--- config.mk ---
export PLATFORM = sky130hd
export DESIGN_NAME = bicubic_v_top
export DESIGN_NICKNAME = d
export VERILOG_FILES = /design/src/bicubic_pkg.sv /design/src/bicubic_ctrl.sv /design/src/bicubic_mult_stage2.sv /design/src/bicubic_normalize.sv /design/src/bicubic_sum_tree.sv /design/src/bicubic_v_top.sv
export SDC_FILE = /design/constraint.sdc
export NUM_CORES = 2
export LEC_CHECK = 0
export ABC_AREA = 1
export BUFFER_PORTS_ARGS = -buffer_cell sky130_fd_sc_hd__buf_2
export CORE_ASPECT_RATIO = 1.2
export CORE_MARGIN = 1
export CORE_UTILIZATION = 45
export CTS_CLUSTER_DIAMETER = 30
export DETAILED_ROUTE_END_ITERATION = 8
export MAX_ROUTING_LAYER = met4
export PLACE_DENSITY = 0.66
export REMOVE_ABC_BUFFERS = 1
export SLEW_MARGIN = 20
export SYNTH_ARGS = -nofsm -noshare
export SYNTH_HDL_FRONTEND = slang
export SYNTH_SLANG_ARGS = --single-unit
--- constraint.sdc ---
create_clock -name clk -period 17.1 [get_ports clk]
set_clock_uncertainty 0.1 [all_clocks]
set_input_delay 1.71 -clock clk [delete_from_list [all_inputs] [get_ports clk]]
set_output_delay 1.71 -clock clk [all_outputs]
set_load 0.02 [all_outputs]
--- src/bicubic_pkg.sv ---
package bicubic_pkg;

    localparam int PRODUCT_WIDTH = 32;
    localparam int SAMPLE_WIDTH  = PRODUCT_WIDTH - 8;  // Signed intermediate sample.
    localparam int SUM_WIDTH     = PRODUCT_WIDTH + 2;  // Room for four products.
    localparam int PIXEL_WIDTH   = 10;
    localparam int NORM_SHIFT    = 11;
    localparam int COEFF_WIDTH   = 12;

    typedef logic [2:0] weight_code_t;
    typedef logic [1:0] phase_t;
    typedef logic [PIXEL_WIDTH-1:0] pixel_t;

    // Coefficients are scaled by 2048 to match the shift by NORM_SHIFT.
    localparam logic signed [COEFF_WIDTH-1:0] COEFF_TABLE [8] = '{
        -12'sd21,
        -12'sd135,
        -12'sd147,
        -12'sd225,
        12'sd235,
        12'sd873,
        12'sd1535,
        12'sd1981
    };

    // Weight codes for source rows 0 to 3, one line per phase.
    localparam weight_code_t PHASE_WEIGHTS [4][4] = '{
        '{3'd0, 3'd7, 3'd4, 3'd0},
        '{3'd1, 3'd6, 3'd5, 3'd2},
        '{3'd2, 3'd5, 3'd6, 3'd1},
        '{3'd3, 3'd5, 3'd5, 3'd3}
    };

endpackage

--- src/bicubic_ctrl.sv ---
`timescale 1ns/1ps

module bicubic_ctrl
    import bicubic_pkg::*;
#(
    parameter int CREDITS      = 4,
    parameter int MULT_LATENCY = 2
) (
    input  logic         clk,
    input  logic         rst_n,
    input  logic         in_valid,
    output logic         in_ready,
    input  logic         credit_return,
    input  phase_t       in_phase,
    output weight_code_t w0,
    output weight_code_t w1,
    output weight_code_t w2,
    output weight_code_t w3,
    output logic         ena,
    output logic         out_valid
);

    localparam int CW    = $clog2(CREDITS + 1);
    localparam int DEPTH = MULT_LATENCY + 3;  // Multiplier, two adder stages, normalizer.

    logic [CW-1:0]    credit_cnt;
    logic [DEPTH-1:0] vld;
    logic             accept;

    // Each accepted input already owns a sink slot, so nothing downstream stalls.
    assign in_ready = (credit_cnt != '0);
    assign accept   = in_valid && in_ready;

    always_ff @(posedge clk) begin
        if (!rst_n) begin
            credit_cnt <= CW'(CREDITS);
        end else begin
            case ({accept, credit_return})
                2'b10: begin
                    credit_cnt <= credit_cnt - 1'b1;
                end
                2'b01: begin
                    credit_cnt <= credit_cnt + 1'b1;
                end
                default: begin
                    credit_cnt <= credit_cnt;  // Both or neither.
                end
            endcase
        end
    end

    // Valid bits shadow the data through every datapath register.
    always_ff @(posedge clk) begin
        if (!rst_n) begin
            vld <= '0;
        end else begin
            vld <= {vld[DEPTH-2:0], accept};
        end
    end

    // The last bit is the output register itself, which need not advance.
    assign ena       = accept | (|vld[DEPTH-2:0]);
    assign out_valid = vld[DEPTH-1];

    assign w0 = PHASE_WEIGHTS[in_phase][0];
    assign w1 = PHASE_WEIGHTS[in_phase][1];
    assign w2 = PHASE_WEIGHTS[in_phase][2];
    assign w3 = PHASE_WEIGHTS[in_phase][3];

endmodule

--- src/bicubic_mult_stage2.sv ---
`timescale 1ns/1ps

module bicubic_mult_stage2
    import bicubic_pkg::*;
#(
    parameter int PRODUCT_WIDTH = bicubic_pkg::PRODUCT_WIDTH,
    parameter int MULT_LATENCY  = 2
) (
    input  logic                            clk,
    input  logic                            ena,
    input  weight_code_t                    weight,
    input  logic signed [PRODUCT_WIDTH-9:0] pixel,
    output logic signed [PRODUCT_WIDTH-1:0] product
);

    logic signed [COEFF_WIDTH-1:0]   coeff;
    logic signed [PRODUCT_WIDTH-1:0] product_data;
    logic signed [PRODUCT_WIDTH-1:0] chain [MULT_LATENCY];

    assign coeff = COEFF_TABLE[weight];

    // Evaluated at PRODUCT_WIDTH bits, so the upper bits of the full product drop.
    assign product_data = pixel * coeff;

    always_ff @(posedge clk) begin
        if (ena) begin
            chain[0] <= product_data;
            for (int i = 1; i < MULT_LATENCY; i++) begin
                chain[i] <= chain[i-1];
            end
        end
    end

    assign product = chain[MULT_LATENCY-1];  // Models a pipelined multiplier.

endmodule

--- src/bicubic_normalize.sv ---
`timescale 1ns/1ps

module bicubic_normalize
    import bicubic_pkg::*;
#(
    parameter int PRODUCT_WIDTH = bicubic_pkg::PRODUCT_WIDTH
) (
    input  logic                            clk,
    input  logic                            ena,
    input  logic signed [PRODUCT_WIDTH+1:0] sum,
    output pixel_t                          pixel
);

    localparam int NW = PRODUCT_WIDTH + 3;
    localparam logic signed [NW-1:0] ROUND   = 1 <<< (NORM_SHIFT - 1);
    localparam logic signed [NW-1:0] PIX_MAX = (1 <<< PIXEL_WIDTH) - 1;

    logic signed [NW-1:0] rounded;
    logic signed [NW-1:0] shifted;
    pixel_t               clamped;
    pixel_t               pixel_q;

    assign rounded = sum + ROUND;  // One extra bit so the rounding add cannot wrap.
    assign shifted = rounded >>> NORM_SHIFT;

    always_comb begin
        if (shifted < 0) begin
            clamped = '0;
        end else if (shifted > PIX_MAX) begin
            clamped = '1;
        end else begin
            clamped = shifted[PIXEL_WIDTH-1:0];
        end
    end

    always_ff @(posedge clk) begin
        if (ena) begin
            pixel_q <= clamped;
        end
    end

    assign pixel = pixel_q;

endmodule

--- src/bicubic_sum_tree.sv ---
`timescale 1ns/1ps

module bicubic_sum_tree #(
    parameter int PRODUCT_WIDTH = bicubic_pkg::PRODUCT_WIDTH
) (
    input  logic                            clk,
    input  logic                            ena,
    input  logic signed [PRODUCT_WIDTH-1:0] p0,
    input  logic signed [PRODUCT_WIDTH-1:0] p1,
    input  logic signed [PRODUCT_WIDTH-1:0] p2,
    input  logic signed [PRODUCT_WIDTH-1:0] p3,
    output logic signed [PRODUCT_WIDTH+1:0] sum
);

    logic signed [PRODUCT_WIDTH:0]   sum01;
    logic signed [PRODUCT_WIDTH:0]   sum23;
    logic signed [PRODUCT_WIDTH+1:0] sum_q;

    // Stage one, pairwise sums with one guard bit.
    always_ff @(posedge clk) begin
        if (ena) begin
            sum01 <= p0 + p1;
            sum23 <= p2 + p3;
        end
    end

    // Stage two, total of both pairs.
    always_ff @(posedge clk) begin
        if (ena) begin
            sum_q <= sum01 + sum23;
        end
    end

    assign sum = sum_q;

endmodule

--- src/bicubic_v_top.sv ---
`timescale 1ns/1ps

module bicubic_v_top
    import bicubic_pkg::*;
#(
    parameter int PRODUCT_WIDTH = bicubic_pkg::PRODUCT_WIDTH,
    parameter int MULT_LATENCY  = 2,
    parameter int CREDITS       = 4
) (
    input  logic                            clk,
    input  logic                            rst_n,
    input  logic                            in_valid,
    output logic                            in_ready,
    input  phase_t                          in_phase,
    input  logic signed [PRODUCT_WIDTH-9:0] in_s0,
    input  logic signed [PRODUCT_WIDTH-9:0] in_s1,
    input  logic signed [PRODUCT_WIDTH-9:0] in_s2,
    input  logic signed [PRODUCT_WIDTH-9:0] in_s3,
    output logic                            out_valid,
    output pixel_t                          out_pixel,
    input  logic                            credit_return
);

    weight_code_t                    w0;
    weight_code_t                    w1;
    weight_code_t                    w2;
    weight_code_t                    w3;
    logic                            ena;
    logic signed [PRODUCT_WIDTH-1:0] p0;
    logic signed [PRODUCT_WIDTH-1:0] p1;
    logic signed [PRODUCT_WIDTH-1:0] p2;
    logic signed [PRODUCT_WIDTH-1:0] p3;
    logic signed [PRODUCT_WIDTH+1:0] sum;

    bicubic_ctrl #(
        .CREDITS      (CREDITS),
        .MULT_LATENCY (MULT_LATENCY)
    ) i_ctrl (
        .clk           (clk),
        .rst_n         (rst_n),
        .in_valid      (in_valid),
        .in_ready      (in_ready),
        .credit_return (credit_return),
        .in_phase      (in_phase),
        .w0            (w0),
        .w1            (w1),
        .w2            (w2),
        .w3            (w3),
        .ena           (ena),
        .out_valid     (out_valid)
    );

    // One tap per source row.
    bicubic_mult_stage2 #(
        .PRODUCT_WIDTH (PRODUCT_WIDTH),
        .MULT_LATENCY  (MULT_LATENCY)
    ) i_mult0 (.clk(clk), .ena(ena), .weight(w0), .pixel(in_s0), .product(p0));

    bicubic_mult_stage2 #(
        .PRODUCT_WIDTH (PRODUCT_WIDTH),
        .MULT_LATENCY  (MULT_LATENCY)
    ) i_mult1 (.clk(clk), .ena(ena), .weight(w1), .pixel(in_s1), .product(p1));

    bicubic_mult_stage2 #(
        .PRODUCT_WIDTH (PRODUCT_WIDTH),
        .MULT_LATENCY  (MULT_LATENCY)
    ) i_mult2 (.clk(clk), .ena(ena), .weight(w2), .pixel(in_s2), .product(p2));

    bicubic_mult_stage2 #(
        .PRODUCT_WIDTH (PRODUCT_WIDTH),
        .MULT_LATENCY  (MULT_LATENCY)
    ) i_mult3 (.clk(clk), .ena(ena), .weight(w3), .pixel(in_s3), .product(p3));

    bicubic_sum_tree #(
        .PRODUCT_WIDTH (PRODUCT_WIDTH)
    ) i_sum_tree (
        .clk (clk),
        .ena (ena),
        .p0  (p0),
        .p1  (p1),
        .p2  (p2),
        .p3  (p3),
        .sum (sum)
    );

    bicubic_normalize #(
        .PRODUCT_WIDTH (PRODUCT_WIDTH)
    ) i_normalize (
        .clk   (clk),
        .ena   (ena),
        .sum   (sum),
        .pixel (out_pixel)
    );

endmodule

==> metrics.md <==
| Metric | Value |
|---|---|
| Post-Synthesis Cell Area | 51,200 sq um |
| Commonest cells after routing, fill and taps aside | inv_1 (1,653), nand2_1 (993), fa_1 (882), nor2_1 (422), ha_1 (387) |
| Critical path endpoint category | register |
| M2 GR Usage | 41.3% |
| Synth Instances | 5,744 |
| GR Overflow Total | 0 |
| Share of the synthesized area in the top cell type | 34.5% |
| Final Setup Violations | 0 |
| Vias per inst | 4.91 |
| Chip width | 310 microns |
| Crit path DAT | 8.76 ns |
| CORE AREA | 113,000 sq um |
| Worst Setup Start Kind | input port |
| TritonCTS clock tree | built |
| Routability-driven placement congestion ratio | 0.948 |
| WL final | 126,000 microns |
| Fin crit period | 8.49 ns |
| Clk root buf | clkbuf_16 |
| R2r endpoint | i_mult0.chain[0][58] |
| Worst path required time | 17.37 ns |
| Worst-Skew Late Latency | 0.62 ns |
| P&R area growth vs syn | 10.5% |
| Area leader, netlist | fa_1 |
| Detailed-route via count | 36,700 |
| Setup Buffers After CTS | 0 |
| Ys Warns | 0 |
| M1 GR Usage | 28.3% |
| Post-route DRC | 0 |
| Wire per inst | 16.8 microns |
| Outcome | completed |
| Resized Gates After CTS | 0 |
| Slowest CP cell | ha_2 |
| R2R setup slack | 13.38 ns |
| Unrepaired setup endpoints after global routing | false |
| Synth cell types | 44 |
| Synth Register Bits | 364 |
| Hpwl dp | 107,000 microns |
| Buffers on Ports | 113 |
| Die height | 372 microns |
| Post-Route Setup TNS | 0 ns |
| Worst Setup SP | in_phase[0] |
| ANT nets after route | 0 |
| GRT Util Overall | 23.6% |
| Worst slew pin tran | 1.01 ns |
| Die ar. | 115,000 sq um |
| End point of the critical path | i_mult0.chain[0][25] |
| Sequential share of the synthesized area | 21.2% |
| Max-slew violation count | 0 |
| Commonest non-fill, non-tap cell in the layout | inv_1 |
| # rows | 135 |
| Hold Path Class | register to register |
| Initial antenna violation count | 7 |
| Reg2reg start | i_ctrl.credit_cnt[0] |
| Initial DRC Count | 2,240 |
| Crit-path max FO | 19 |
| Max-slew headroom | 32.7% |
| Hold buffers post-CTS | 0 |
| CTS clk-pin slew, worst paths | 0.05 ns |
| Average size of a mapped cell | 8.92 sq um |
| Async SR Flop Fraction | 0% |
| Main area contributors after synthesis | fa_1 (34%), edfxtp_1 (21%), inv_1 (12%), ha_1 (9.5%), nand2_1 (7.3%) |
| Clock sinks | 364 |
| Number of global-route vias before repair | 39,700 |
| CTS buffer count | 82 |
| Top FF cell, synth | edfxtp_1 |
| Top Usage Layer GRT | met2 |
| Worst r2r path cells | 6 |
| Top Ports | 114 |
| Largest net degree at the start of global routing | 81 |
| Number of synthesized flops with an enable pin | 356 |
| Initial core utilization | 45.4% |
| Max incr delay on CP | 1.09 ns |
| H-tree Lvls | 3 |
| Global-route wire length before repair | 205,000 microns |
| Fmax | 118 MHz |
| Max cap viols | 0 |
| Final hold viol count | 0 |
| Crit Path Category | input port to register |
| Drt pass-1 iters | 6 |
| Fraction of layout instances using a drive strength above 1 | 5.12% |
| GR Layer Usage met3 | 2.71% |
| Max clock buf depth | 3 |
| Fin crit share | 49.7% |
| Nets | 7,280 |
[per-stage QoR]
step / cell area, sq um / setup WS, ns / utilization [%] / hold slack (ns) / instances
final: 56600 / 8.61 / 50.2 / 0.301 / 7485
after global routing: 56600 / 8.21 / 50.2 / 0.299 / 7485
after CTS: 56600 / 8.64 / 50.2 / 0.296 / 7479
after detailed placement: 53600 / 8.00 / 47.5 / 0.305 / 7330
after global placement: 53600 / 8.14 / 47.5 / 0.301 / 7330
after floorplan: 51000 / 6.82 / - / 0.300 / 5694
[critical path, delay by kind of cell]
kind	cells	cell delay, ns
fa+ha+maj	8	3.44
buf+inv	8	2.13
compound gates	3	0.85
simple gates	6	0.56
[how the worst min path moves through the flow]
| stage | start | to | slack (ns) | cells past startpoint |
|---|---|---|---|---|
| after floorplan | i_mult0.chain[0][0] | i_mult0.chain[0][32] | 0.30 | 0 |
| after global placement | i_mult0.chain[0][8] | i_mult0.chain[0][40] | 0.30 | 0 |
| after detailed placement | i_mult0.chain[0][6] | i_mult0.chain[0][38] | 0.30 | 0 |
| after CTS | i_mult0.chain[0][5] | i_mult0.chain[0][37] | 0.30 | 0 |
| after global routing | i_mult0.chain[0][5] | i_mult0.chain[0][37] | 0.30 | 0 |
| final | i_mult0.chain[0][5] | i_mult0.chain[0][37] | 0.30 | 0 |
[layer usage]
metal	up-vias	routed length, microns	part of all wire [%]
li1	17600	-	-
met5	-	0	0
met1	18100	51900	41
met2	799	64900	52
met3	227	4770	3.8
met4	0	4250	3.4
[sequential cells by signal (all words and copies together), names as in the netlist]
register,flops
i_mult1.chain,64
i_mult0.chain,64
i_mult3.chain,64
i_mult2.chain,64
i_ctrl.credit_cnt,3
i_sum_tree.sum01,33
i_ctrl.vld,5
i_normalize.pixel,10
i_sum_tree.sum23,33
i_sum_tree.sum,24
[cells by family (layout without fill, tap and decap cells)]
family,count (synthesis),count (layout),share of synthesized area (%)
flops,364,364,21.2
xor+xnor,201,201,3.44
compound gates,484,484,5.24
buf+inv,1706,1934,12.5
simple gates,1718,1718,13.7
fa+ha+maj,1271,1271,44.0
other cells,0,6,0
[cell usage after synthesis, types with 12 or more instances]
cell         n
xnor2_1     53
nand2_1    994
edfxtp_1   356
fa_1       882
a31oi_1     23
nor2_1     422
nor3_1      49
clkbuf_1    37
nand4_1     35
nand3_1    161
o21ai_0    143
xor2_1     148
inv_1     1653
a21o_1      36
nor4_1      12
o21bai_1    29
a21oi_1    223
ha_1       389
[area by class of cell]
type	count	area (sq um)
clock inverter	66	931
tap	1507	1890
sequential	364	10900
multi-input combinational	3674	34000
timing repair buffer	129	688
inverter	1656	6220
clock buffer	83	2060
antenna	6	15.0
fill	10800	56200
Power is not shown: default switching activity piles up to over one toggle a cycle in this logic, so the estimate is an artifact.
